**config.mk**
```make
export PLATFORM = sky130hd
export DESIGN_NAME = fetch_decode
export DESIGN_NICKNAME = d
export VERILOG_FILES = /design/src/icache_pkg.sv /design/src/fetch_decode.sv
export VERILOG_INCLUDE_DIRS = /design/src /design/src/src
export SDC_FILE = /design/constraint.sdc
export NUM_CORES = 1
export LEC_CHECK = 0
export ABC_AREA = 1
export BUFFER_PORTS_ARGS = -buffer_cell sky130_fd_sc_hd__buf_2
export CELL_PAD_IN_SITES_DETAIL_PLACEMENT = 0
export CELL_PAD_IN_SITES_GLOBAL_PLACEMENT = 1
export CORE_MARGIN = 1.5
export CORE_UTILIZATION = 28
export DETAILED_ROUTE_END_ITERATION = 10
export PLACE_DENSITY_LB_ADDON = 0.1
export RECOVER_POWER = 100
export SLEW_MARGIN = 0
export SYNTH_ARGS = -nofsm -noshare
export SYNTH_HDL_FRONTEND = slang
export SYNTH_SLANG_ARGS = --single-unit
```
**constraint.sdc**
```tcl
create_clock -name clk -period 1.8 [get_ports clk]
set_clock_uncertainty 0.05 [all_clocks]
set_input_delay 0.09 -clock clk [delete_from_list [all_inputs] [get_ports clk]]
set_output_delay 0.09 -clock clk [all_outputs]
set_load 0.02 [all_outputs]
```
**src/icache_consts.svh**
```systemverilog
`ifndef ICACHE_CONSTS_SVH
`define ICACHE_CONSTS_SVH

// cache geometry
`define ICACHE_WAYS 2
`define ICACHE_SETS 128

// 32-bit words per block, moved as 64-bit beats
`define ICACHE_BLOCK_WORDS 8

// top nibble of the uncached address region
`define ICACHE_UNCACHED_BASE 4'hA

// fetch address error
`define ICACHE_ECODE_ADEF 6'h08

`endif

```
**src/icache_pkg.sv**
```systemverilog
`default_nettype none

`include "icache_consts.svh"

package icache_pkg;

    localparam int unsigned BEATS   = `ICACHE_BLOCK_WORDS / 2;
    localparam int unsigned BEAT_W  = $clog2(BEATS);
    localparam int unsigned INDEX_W = $clog2(`ICACHE_SETS);
    localparam int unsigned TAG_W   = 32 - INDEX_W - BEAT_W - 3;

    typedef struct packed {
        logic [TAG_W-1:0]   tag;
        logic [INDEX_W-1:0] index;
        logic [BEAT_W-1:0]  beat;
        logic               word;
        logic [1:0]         byte_off;
    } fetch_view_t;

    // cacop address, way picked by bit 0
    typedef struct packed {
        logic [TAG_W-1:0]   upper;
        logic [INDEX_W-1:0] index;
        logic [BEAT_W+1:0]  unused;
        logic               way;
    } maint_view_t;

    typedef union packed {
        fetch_view_t fetch;
        maint_view_t maint;
    } fetch_addr_u;

    typedef struct packed {
        fetch_addr_u pc;
        logic [1:0]  mask;
        logic        uncached;
        logic        misaligned;
    } fetch_req_t;

    typedef struct packed {
        logic [TAG_W-1:0] tag;
        logic             valid;
    } tag_entry_t;

    typedef struct packed {
        logic [`ICACHE_WAYS-1:0] tag_we;
        logic [`ICACHE_WAYS-1:0] data_we;
        logic [INDEX_W-1:0]      index;
        logic [BEAT_W-1:0]       beat;
        tag_entry_t              entry;
        logic [63:0]             data;
    } array_wr_t;

    typedef struct packed {
        logic [31:0] pc;
        logic [1:0]  mask;
        logic [63:0] insts;
        logic        exc;
        logic [5:0]  ecode;
    } inst_pkt_t;

endpackage

`default_nettype wire

```
**src/fetch_decode.sv**
```systemverilog
`timescale 1ns/1ns
`default_nettype none

`include "icache_consts.svh"

module fetch_decode (
    input  logic                          clk,
    input  logic                          rst_n,
    input  logic                          fetch_valid_i,
    input  logic [31:0]                   fetch_pc_i,
    input  logic [1:0]                    fetch_mask_i,
    input  logic                          inst_ready_i,
    input  logic                          stall_i,
    output logic                          fetch_ready_o,
    output icache_pkg::fetch_req_t        req_o,
    output logic [icache_pkg::INDEX_W-1:0] rd_index_o,
    output logic                          req_valid_o
);

    import icache_pkg::*;

    fetch_addr_u pc_in;
    fetch_req_t  req_q;
    logic        valid_q;
    logic        accept;

    assign pc_in = fetch_pc_i;

    // a held packet blocks until decode takes it
    assign fetch_ready_o = !stall_i && (!valid_q || inst_ready_i);
    assign accept        = fetch_valid_i && fetch_ready_o;

    always_ff @(posedge clk) begin
        if (!rst_n) begin
            valid_q <= 1'b0;
        end else if (fetch_ready_o) begin
            valid_q <= fetch_valid_i;
        end
    end

    always_ff @(posedge clk) begin
        if (accept) begin
            req_q.pc         <= pc_in;
            req_q.mask       <= fetch_mask_i;
            req_q.uncached   <= (pc_in[31:28] == `ICACHE_UNCACHED_BASE);
            req_q.misaligned <= |pc_in.fetch.byte_off;
        end
    end

    // arrays see the new index on accept, else keep reading the held one
    assign rd_index_o = accept ? pc_in.fetch.index : req_q.pc.fetch.index;

    assign req_o       = req_q;
    assign req_valid_o = valid_q;

endmodule

`default_nettype wire

```
# Word-level counts from Yosys, hierarchy flattened
# Index checks and enable logic that the tools add are counted.
# W data, S select, Z words.
# op_classes
n_eq_ne	1
muxes	1
reduce_logical	6
# op_table
op	n
$mux W7	1
$eq A4 B4 Y1 const B	1
$logic_and A1 B1 Y1	2
$logic_not A1 Y1	2
$reduce_or A2 Y1	1
$logic_or A1 B1 Y1	1
# word_totals
reg_bits	37
in_bits	39
out_inout_bits	45
word_cells	13

# Logic depth before layout (Yosys ltp)
# Gate-level depths: netlist of the first run.
# logic_depth
ltp_word	5
ltp_mapped	5
ltp_nobuf	5

# Worst setup path after synthesis of the first run
# No wires, ideal clock.
# synth_timing
path_type	register to register
startpoint	register valid_q, in the netlist req_valid_o
endpoint	register req_q (netlist bit req_o[0]), enable pin
t_arrival_ns	1.379
required_time_ns	1.359
setup_slack_ns	-0.019
stages_incl_launch_ff	4
path_buffers	0
period_less_slack_ns	1.819
path_cell_list	dfxtp_1 nand2_4 nand3_4 inv_1
# synth_between
elab_chain_len	4
# synth_lines
element	line	rtl
start, declared	fetch_decode.sv:24	logic valid_q;
start signal, assigned	fetch_decode.sv:37	valid_q <= fetch_valid_i;
$logic_not A1 Y1	fetch_decode.sv:30	assign fetch_ready_o = !stall_i && (!valid_q || inst_ready_i);
$logic_or A1 B1 Y1	fetch_decode.sv:30	
$logic_and A1 B1 Y1	fetch_decode.sv:30	
$logic_and A1 B1 Y1	fetch_decode.sv:31	assign accept = fetch_valid_i && fetch_ready_o;
via accept	fetch_decode.sv:25	logic accept;
end, declared	fetch_decode.sv:23	fetch_req_t req_q;
# The timed path passes the listed nets, and every way through them passes these cells.
# A chain may end at the register's enable or synchronous reset.

# Worst setup path after layout of the first run
# layout_timing
startpoint	register valid_q, in the netlist req_valid_o
endpoint	register req_q (netlist bit req_o[14]), enable pin
# Same word-level chain as after synthesis.

==> summary.log, run 1 <==
[status] status finished clean
[floorplanning] number of standard-cell rows in the floorplan 24
[routing] ratio of routed vias to standard cells 4.22
[worst_setup_path] startpoint types register
[routing] initial detailed-routing violation count 51
[floorplanning] Die H 70.7 µm
[routing] Post-DRT Antenna Nets 0
[clock_tree] post-CTS sizing 0
[clock_tree] worst-skew pair later-pin latency 0.28 ns
[logic_synthesis] Post-Synth Adder-Cell Area 0%
[logic_synthesis] parity-gate share of the synthesized area counting xor and xnor cells 0%
[layout] most frequent cells in the layout sky130_fd_sc_hd__clkbuf_1, sky130_fd_sc_hd__edfxtp_1, sky130_fd_sc_hd__dlygate4sd3_1
[layout] most common library cell in the layout ignoring fill and taps sky130_fd_sc_hd__clkbuf_1
[clock_tree] largest buffer count on any clock path 2
[worst_setup_path] Reg-to-Reg Start req_valid_o
[power] internal power summed over all cells 0.00151 W
[floorplanning] area of the die 5000 µm²
[layout] synthesis-to-finish area growth 68.5%
[worst_setup_path] cell count of the worst reg-to-reg path 4
[worst_setup_path] start point of the critical path req_valid_o
[layout] Net count, final 237
[logic_synthesis] YS warnings 0
[placement] Post-Place Cell Area 1780 µm²
[worst_setup_path] worst setup path endpoint req_o[14]
[global_routing] global-route wire length before repair 4.81 mm
[worst_setup_path] WS Path Type register to register
[clock_tree] Root Buffer Master sky130_fd_sc_hd__clkbuf_8
[logic_synthesis] Post-Syn Area 1280 µm²
[timing] Fmax achieved 680 MHz
[layout] ANT cells 0
[power] switching power 0.000447 W
[logic_synthesis] Synth top area share 84.1%
[layout] number of non-filler instances in the completed layout 251
[logic_synthesis] post-synthesis cell type with the largest combined area sky130_fd_sc_hd__edfxtp_1
[worst_setup_path] slack of the worst reg-to-reg path 0.33 ns
[layout] Final Instance Area 2170 µm²
[logic_synthesis] post-synthesis net count 111
[global_routing] total routing resource utilization after global routing 12.6%
[timing] min Tclk post-route 1.47 ns
[worst_setup_path] critical-path maximum fanout 16
[timing] hold slack 0.143 ns
[power] switching power as a share of total power 22.9%
[min_path] Hold Crit Class input port to register
[routing] routed via count 1059
[placement] number of I/O port buffers 83
[logic_synthesis] top post-synthesis cells by area sky130_fd_sc_hd__edfxtp_1, sky130_fd_sc_hd__nand2_1, sky130_fd_sc_hd__nand4_1, sky130_fd_sc_hd__dfxtp_1, sky130_fd_sc_hd__nand3_4
[logic_synthesis] fraction of synthesized area in multiplexers 0%
[routing] Pre-antenna DRT Iters 4
[logic_synthesis] post-synthesis compound-gate area fraction 1.07%
[clock_tree] CTS Buf Count 5
[clock_tree] clock tree sinks 37
[power] power density cells 902 nW/µm²
[clock_tree] clock tree from TritonCTS yes
[timing] Setup Viol. Count Final 0
[worst_setup_path] Critical Path End Type register
[clock_tree] deepest level of the CTS H-tree 2
[global_routing] total congestion overflow after global routing 0
[timing] Final Cycle Share 81.7%
[run] max_cap viols 0
[timing] number of pins with negative max-slew slack in the final report 0
[power] share of power burned in registers 51.3%
[layout] ratio of cells with drive above 1 in the final layout 23.1%
[placement] DP HPWL 2.16 mm
[floorplanning] area inside the core boundary 4380 µm²
[layout] Final Core Density 49.4%
[logic_synthesis] main combinational cell family by area after synthesis simple AND/OR/NAND/NOR gates
[logic_synthesis] instance count of the mapped netlist 72
[floorplanning] initial standard-cell utilization of the core 29.3%
[timing] transition time at the pin with the least slew margin 0.390 ns
[timing] slew margin rel. 74.0%
[logic_synthesis] synth unique cells 13
[worst_setup_path] Req. time, crit path 1.69 ns
[routing] Routed wire per std cell 12.2 µm
[power] worst vdd ir 0.506 mV
[timing] final hold vios 0
[placement] RePlAce Congestion 0.821
[routing] drc violations 0
[floorplanning] io pins 84
[placement] Placed Cells incl. Taps 208
[power] static leakage power 0.837 nW
[worst_setup_path] endpoint of the worst-slack reg-to-reg timing path req_o[14]
[logic_synthesis] basic-gate share of the synthesized area counting and, or, nand and nor cells 11.2%
[logic_synthesis] syn avg cell area 17.8 µm²
[power] Comb power frac 13.0%
[floorplanning] Die Span X 70.7 µm
[logic_synthesis] count of state elements after synthesis 37
[global_routing] maximum number of pins on one net before global-route repair 21
[global_routing] number of antenna violations at the first check in global routing 0
[min_path] startpoint of the most critical hold path stall_i
[routing] Total Routed Length 3.07 mm
[global_routing] number of global-route vias before repair 1058
[clock_tree] clock-pin slew reported for the worst setup and hold paths after clock tree synthesis 0.07 ns
[timing] setup repair after global routing missed its margin false
[worst_setup_path] CP Data Arrival Time 1.36 ns
[power] Clock Power Share 35.8%
[timing] Total Neg Setup Slack 0 ns
[logic_synthesis] share of synthesized area occupied by flip-flops and latches 85.7%
## registers in the layout (all words and copies together) (netlist names)
register / count
req_o: 36
req_valid_o: 1
## what timing repair did
action	CTS	global route
hold endpoints to repair	35	0
buffers inserted	0	0
hold buffers	35	0
## cell type report
class / count / area [µm²]
repair buffers: 120 / 712
flip-flops and latches: 37 / 1100
fillers: 420 / 2220
well taps: 52 / 65.1
clock inverters: 3 / 41.3
inverters: 5 / 20.0
clock buffers: 5 / 68.8
multi-input cells: 29 / 158
## synth_stat cells (all sizes together)
library cell and n:
buf 1, nand3 1, nand2 17, dfxtp 1
nor3 1, a21oi 1, nand4 7, edfxtp 36
inv 5, o21ai 1, or2 1
## worst max-delay path: stages, from the launching register on
cell and delay, ns:
sky130_fd_sc_hd__dfxtp_1 0.34, sky130_fd_sc_hd__nand2_4 0.13, sky130_fd_sc_hd__nand3_4 0.14, sky130_fd_sc_hd__clkinvlp_2 0.12, sky130_fd_sc_hd__clkbuf_2 0.35
## power by group through the flow
stage	sequential, W	clock [W]	combinational (W)
2_1_floorplan	0.00107	0	0.0000633
3_3_place_gp	0.00102	0	0.000210
3_5_place_dp	0.00102	0	0.000213
4_1_cts	0.00100	0.000724	0.000271
5_1_grt	0.00100	0.000761	0.000274
6_report	0.00100	0.000698	0.000253
## how the worst min path moves through the flow
stage	to	slack, ns	depth (start not counted)
6_report	req_valid_o	0.14	3
2_1_floorplan	req_o[10]	0.14	0
3_5_place_dp	req_o[31]	0.22	1
5_1_grt	req_valid_o	0.17	3
4_1_cts	req_valid_o	0.14	3
3_3_place_gp	req_o[25]	0.22	1
## kinds of logic after synthesis
kind of cell / count (synthesis)
AND/OR/NAND/NOR: 27
AO/OA/AOI/OAI: 2
buffers and inverters: 6
flip-flops: 37
## per-layer routing
metal	GRT usage, %	vias to the layer above	wire (µm)	part of all wire [%]
li1	-	520	-	-
met1	13.5	489	1220	40
met2	21.5	44	1520	50
met3	5.84	6	278	9.1
met4	5.03	0	49	1.6
met5	0	-	0	0
## per-stage QoR
stage | worst slack [ns] | power, W
after floorplan | 0.130 | 0.00113
after global placement | 0.471 | 0.00123
after detailed placement | 0.439 | 0.00123
after CTS | 0.427 | 0.00200
after global routing | 0.240 | 0.00204
final | 0.329 | 0.00195
Note: power is estimated with default switching activity, not from simulation.
==> run 2: changes to the inputs <==
==> constraint.sdc (replaced) <==
create_clock -name clk -period 1.3 [get_ports clk]
set_clock_uncertainty 0.05 [all_clocks]
set_input_delay 0.065 -clock clk [delete_from_list [all_inputs] [get_ports clk]]
set_output_delay 0.065 -clock clk [all_outputs]
set_load 0.02 [all_outputs]
==> run 2 against run 1 <==
Effect of this change:
- power is 31% higher
- count of clock-buffer cells in the layout is 1 higher
- die area stayed put
- sequential cell count stayed put
==> summary.log, run 2 (synthesis gave the netlist of run 1 again) <==
[status] status finished clean
[clock_tree] largest buffer count on any clock path 2 [unchanged]
[routing] drc violations 0 [unchanged]
[clock_tree] CTS Buf Count 5 [unchanged]
[layout] Final Core Density 51.3% [+1.9 points]
[worst_setup_path] critical-path maximum fanout 5 [-11]
[floorplanning] number of standard-cell rows in the floorplan 24 [unchanged]
[global_routing] total routing resource utilization after global routing 13.3% [+0.74 points]
[clock_tree] worst-skew pair later-pin latency 0.28 ns [about the same]
[timing] Total Neg Setup Slack 0 ns [unchanged]
[routing] detailed route wirelength on metal2 1.72 mm [+13%]
[power] Comb power frac 15.3% [+2.3 points]
[routing] routed length on met1 1.26 mm [+3.4%]
[power] power density cells 1130 nW/µm² [+26%]
[routing] Pre-antenna DRT Iters 4 [unchanged]
[layout] final-layout fill cell count 397 [-5.5%]
[floorplanning] io pins 84 [unchanged]
[floorplanning] area of the die 5000 µm² [unchanged]
[run] max_cap viols 0 [unchanged]
[global_routing] number of global-route vias before repair 1171 [+11%]
[clock_tree] clock tree from TritonCTS yes
[layout] Final Instance Area 2250 µm² [+3.8%]
[power] internal power summed over all cells 0.00192 W [+28%]
[timing] Setup Viol. Count Final 0 [unchanged]
[routing] Post-DRT Antenna Nets 0 [unchanged]
[routing] top layer reached by signal wires met4
[clock_tree] deepest level of the CTS H-tree 2 [unchanged]
[timing] slew margin rel. 81.7% [+7.7 points]
[placement] DP HPWL 2.15 mm [-0.31%]
[placement] RePlAce Congestion 0.751 [-8.6%]
[timing] transition time at the pin with the least slew margin 0.275 ns [-0.115 ns]
[clock_tree] clock-pin slew reported for the worst setup and hold paths after clock tree synthesis 0.07 ns [about the same]
[routing] ratio of routed vias to standard cells 4.31 [+2.1%]
[min_path] Hold Crit Class input port to register
[floorplanning] Die H 70.7 µm [unchanged]
[timing] min Tclk post-route 1.26 ns
[routing] routed via count 1094 [+3.3%]
[timing] Fmax achieved 795 MHz
[worst_setup_path] Critical Path End Type primary output
[global_routing] total congestion overflow after global routing 0 [unchanged]
[timing] number of pins with negative max-slew slack in the final report 0 [unchanged]
[timing] least setup slack across all paths after layout 0.0427 ns [-0.287 ns]
[layout] ANT cells 0 [unchanged]
[clock_tree] clock tree sinks 37 [unchanged]
[global_routing] number of antenna violations at the first check in global routing 0 [unchanged]
[floorplanning] area inside the core boundary 4380 µm² [unchanged]
[layout] most frequent cells in the layout sky130_fd_sc_hd__buf_2, sky130_fd_sc_hd__clkbuf_1, sky130_fd_sc_hd__edfxtp_1
[power] worst vdd ir 0.618 mV [+22%]
[timing] final hold vios 0 [unchanged]
[placement] number of I/O port buffers 83 [unchanged]
[clock_tree] Root Buffer Master sky130_fd_sc_hd__clkbuf_8
[power] static leakage power 0.894 nW [+6.8%]
[power] Clock Power Share 30.2% [-5.6 points]
[routing] DR WL met3 213 µm [-23%]
[worst_setup_path] WS Path Type register to primary output
[layout] ratio of cells with drive above 1 in the final layout 32.7% [+9.6 points]
[placement] Post-Place Cell Area 1810 µm² [+2.0%]
[layout] Largest register FFs 36 [unchanged]
[global_routing] maximum number of pins on one net before global-route repair 19 [-9.5%]
[timing] hold slack 0.0961 ns [-0.0472 ns]
[routing] initial detailed-routing violation count 31 [-39%]
[timing] setup repair after global routing missed its margin true
[power] share of power burned in registers 54.5% [+3.2 points]
[worst_setup_path] CP Data Arrival Time 1.14 ns [-0.22 ns]
[layout] flip-flop and latch area 1100 µm² [+0.34%]
[routing] Total Routed Length 3.27 mm [+6.7%]
[floorplanning] Die Span X 70.7 µm [unchanged]
[routing] Routed wire per std cell 12.9 µm [+5.4%]
[power] switching power as a share of total power 24.7% [+1.8 points]
[worst_setup_path] Req. time, crit path 1.19 ns [-0.50 ns]
[layout] most common library cell in the layout ignoring fill and taps sky130_fd_sc_hd__buf_2
[power] switching power 0.000629 W [+41%]
[layout] Net count, final 240 [+1.3%]
[floorplanning] initial standard-cell utilization of the core 29.3% [unchanged]
[timing] Final Cycle Share 96.7%
[global_routing] global-route wire length before repair 5.11 mm [+6.3%]
[worst_setup_path] startpoint types register
[placement] post-place setup slack 0.118 ns [-0.321 ns]
[layout] synthesis-to-finish area growth 75.0%
[layout] footprint of the multi-input gates 200 µm² [+27%]
-- run 2: routing by layer --
metal	vias up	track usage, %
met5	-	0
met3	8	5.13
met1	511	13.9
met2	47	23.9
li1	528	-
met4	0	5.45
-- run 2: path summary, 6_finish.rpt --
path               startpoint            end  slack (ns)  depth (start not counted)
setup / recovery  req_valid_o  rd_index_o[2]        0.04                          5
setup reg to reg  req_valid_o      req_o[31]        0.07                          4
hold / removal        stall_i    req_valid_o         0.1                          3
hold reg to reg   req_valid_o    req_valid_o        0.53                          2
-- run 2: final cells by class --
type | count | area share, %
clock buffers | 6 | 3.23
clock inverters | 2 | 0.445
inverters | 5 | 1.00
multi-input cells | 31 | 8.90
flip-flops and latches | 37 | 49.1
well taps | 52 | 2.89
repair buffers | 121 | 34.4
-- run 2: through the flow --
step / total power [W] / std cells
after floorplan: 0.00157 / 72
after global placement: 0.00171 / 209
after detailed placement: 0.00172 / 209
after CTS: 0.00258 / 253
after global routing: 0.00266 / 254
final: 0.00255 / 254
-- run 2: power by group through the flow --
stage	sequential, W	clock [W]	combinational, W
after floorplan	0.00148	0	0.0000875
after global placement	0.00141	0	0.000304
after detailed placement	0.00141	0	0.000309
after CTS	0.00139	0.000793	0.000399
after global routing	0.00139	0.000842	0.000419
final	0.00139	0.000769	0.000390
-- run 2: repair_timing --
item	CTS	global route
setup buffers	1	0
pin swaps	0	2
hold endpoints to repair	36	0
hold buffers	35	0
cloned	1	1
endpoints found under the setup margin	7	1
resized for setup	3	4
-- run 2: worst max-delay path, cell delays in order (launching register included) --
cell	delay (ns)
sky130_fd_sc_hd__dfxtp_4	0.38
sky130_fd_sc_hd__nand2_8	0.10
sky130_fd_sc_hd__nand3_4	0.10
sky130_fd_sc_hd__nand2_2	0.09
sky130_fd_sc_hd__nand2_2	0.05
sky130_fd_sc_hd__buf_6	0.13
==> run 3: changes to the inputs <==
--- a/config.mk
+++ b/config.mk
@@ -15,6 +15,7 @@
 export DETAILED_ROUTE_END_ITERATION = 10
 export PLACE_DENSITY_LB_ADDON = 0.1
 export RECOVER_POWER = 100
+export REMOVE_ABC_BUFFERS = 1
 export SLEW_MARGIN = 0
 export SYNTH_ARGS = -nofsm -noshare
 export SYNTH_HDL_FRONTEND = slang
==> run 3 against run 2 <==
Effect of this change:
- count of clock-buffer cells in the layout rose by 1
- combinational power fell by 4%
- final area shrank 1.4%
- die area unchanged
- non-clock buffer count stayed put
- via count down 3.9%
- cell count down 0.79%
- first-iteration DRC count rose by 97%
- utilization shrank 0.71 points
==> summary.log, run 3 (synthesis gave the netlist of run 1 again) <==
[status] status finished clean
[layout] Final Instance Area 2220 µm² [-1.4%]
[routing] routed via count 1051 [-3.9%]
[clock_tree] clock-pin slew reported for the worst setup and hold paths after clock tree synthesis 0.08 ns [about the same]
[timing] number of pins with negative max-slew slack in the final report 0 [unchanged]
[routing] Post-DRT Antenna Nets 0 [unchanged]
[layout] Largest register FFs 36 [unchanged]
[layout] ratio of cells with drive above 1 in the final layout 27.5% [-5.2 points]
[timing] transition time at the pin with the least slew margin 0.283 ns [+0.00833 ns]
[global_routing] number of antenna violations at the first check in global routing 0 [unchanged]
[floorplanning] Die H 70.7 µm [unchanged]
[layout] most frequent cells in the layout sky130_fd_sc_hd__clkbuf_1, sky130_fd_sc_hd__edfxtp_1, sky130_fd_sc_hd__dlygate4sd3_1
[routing] drc violations 0 [unchanged]
[routing] initial detailed-routing violation count 61 [+97%]
[layout] ANT cells 0 [unchanged]
[global_routing] total routing resource utilization after global routing 13.2% [-0.13 points]
[placement] DP HPWL 2.13 mm [-1.1%]
[clock_tree] worst-skew pair later-pin latency 0.29 ns [about the same]
[routing] Total Routed Length 3.09 mm [-5.5%]
[placement] RePlAce Congestion 0.817 [+8.8%]
[worst_setup_path] startpoint types register
[worst_setup_path] slack of the worst reg-to-reg path 0.05 ns [-0.02 ns]
[worst_setup_path] CP Data Arrival Time 1.14 ns [about the same]
[timing] Total Neg Setup Slack 0 ns [unchanged]
[floorplanning] area of the die 5000 µm² [unchanged]
[placement] number of I/O port buffers 83 [unchanged]
[global_routing] global-route wire length before repair 4.94 mm [-3.4%]
[worst_setup_path] WS Path Type register to primary output
[routing] Pre-antenna DRT Iters 4 [unchanged]
[power] static leakage power 0.887 nW [-0.81%]
[floorplanning] Die Span X 70.7 µm [unchanged]
[floorplanning] io pins 84 [unchanged]
[clock_tree] largest buffer count on any clock path 2 [unchanged]
[routing] ratio of routed vias to standard cells 4.17 [-3.2%]
[global_routing] number of global-route vias before repair 1099 [-6.1%]
[clock_tree] post-CTS setup buffer count 0 [-1]
[min_path] Hold Crit Class input port to register
[power] power density cells 1200 nW/µm² [+5.8%]
[global_routing] met1 Use GR 13.2% [-0.69 points]
[global_routing] total congestion overflow after global routing 0 [unchanged]
[timing] Setup Viol. Count Final 0 [unchanged]
[layout] synthesis-to-finish area growth 72.5%
[clock_tree] clock tree sinks 37 [unchanged]
[worst_setup_path] critical-path maximum fanout 8 [+3]
[global_routing] maximum number of pins on one net before global-route repair 25 [+6]
[power] overall power after layout 0.00266 W [+4.3%]
[clock_tree] Root Buffer Master sky130_fd_sc_hd__clkbuf_8
[global_routing] GR met3 Demand/Resource 6.13% [+1.0 points]
[layout] Final Core Density 50.6% [-0.71 points]
[timing] setup repair after global routing missed its margin true
[layout] Net count, final 238 [-0.83%]
[timing] Fmax achieved 795 MHz [about the same]
[clock_tree] deepest level of the CTS H-tree 2 [unchanged]
[power] worst vdd ir 0.556 mV [-9.9%]
[global_routing] most congested layer reported by global routing met2
[layout] most common library cell in the layout ignoring fill and taps sky130_fd_sc_hd__clkbuf_1
[clock_tree] CTS Buf Count 5 [unchanged]
[routing] Routed wire per std cell 12.3 µm [-4.8%]
[worst_setup_path] Critical Path End Type primary output
[floorplanning] area inside the core boundary 4380 µm² [unchanged]
[timing] min Tclk post-route 1.26 ns [-0.000164 ns]
[timing] slew margin rel. 81.2% [-0.55 points]
[global_routing] met2 routing resource usage after global routing 23.7% [-0.21 points]
[timing] Final Cycle Share 96.7% [about the same]
[placement] Post-Place Cell Area 1800 µm² [-0.69%]
[floorplanning] initial standard-cell utilization of the core 29.3% [unchanged]
[clock_tree] clock tree from TritonCTS yes
[timing] final hold vios 0 [unchanged]
[worst_setup_path] Req. time, crit path 1.19 ns [about the same]
[run] max_cap viols 0 [unchanged]
[floorplanning] number of standard-cell rows in the floorplan 24 [unchanged]
## run 3: metrics by stage
stage | instances | hold slack, ns | worst slack [ns]
4_1_cts | 252 | 0.105 | 0.000305
2_1_floorplan | 71 | 0.114 | -0.519
6_report | 252 | 0.108 | 0.0429
3_5_place_dp | 210 | 0.193 | 0.115
5_1_grt | 252 | 0.121 | -0.0472
3_3_place_gp | 210 | 0.192 | 0.159
## run 3: final timing paths
check / endpoint / start / cells after the start
min reg2reg: req_valid_o / req_valid_o / 2
min: req_valid_o / stall_i / 3
max: rd_index_o[6] / req_valid_o / 5
max reg2reg: req_o[16] / req_valid_o / 4
## run 3: area by class of cell
type                            instances  area [µm²]
Timing Repair Buffer                  121         768
Tap cell                               52        65.1
Clock buffer                            7        96.3
Fill cell                             409        2170
Multi-Input combinational cell         29         158
Sequential cell                        37        1100
Clock inverter                          1        8.76
Inverter                                5        18.8
## run 3: power breakdown
group	internal, W	leakage, nW	switching (W)
sequential	0.00137	0.346	0.0000161
clock	0.000489	0.0549	0.000409
combinational	0.000173	0.486	0.000202
total	0.00203	0.887	0.000627
## run 3: critical path, cell delays in order, from the launching register on
cell and delay, ns:
sky130_fd_sc_hd__dfxtp_2 0.34, sky130_fd_sc_hd__nand2_4 0.08, sky130_fd_sc_hd__buf_6 0.12, sky130_fd_sc_hd__nand4_1 0.08, sky130_fd_sc_hd__nand2_1 0.09, sky130_fd_sc_hd__buf_4 0.14
## run 3: what timing repair did
action                                 CTS  global route
gates resized for setup                  3             7
setup endpoints to repair                7            42
hold buffers                            35             0
endpoints found under the hold margin   35             0
pin swaps                                0             1
## run 3: layer usage
layer / up-vias / share of wire [%]
met2: 43 / 54
met4: 0 / 1.5
met3: 4 / 7.6
met5: - / 0
li1: 519 / -
met1: 485 / 37
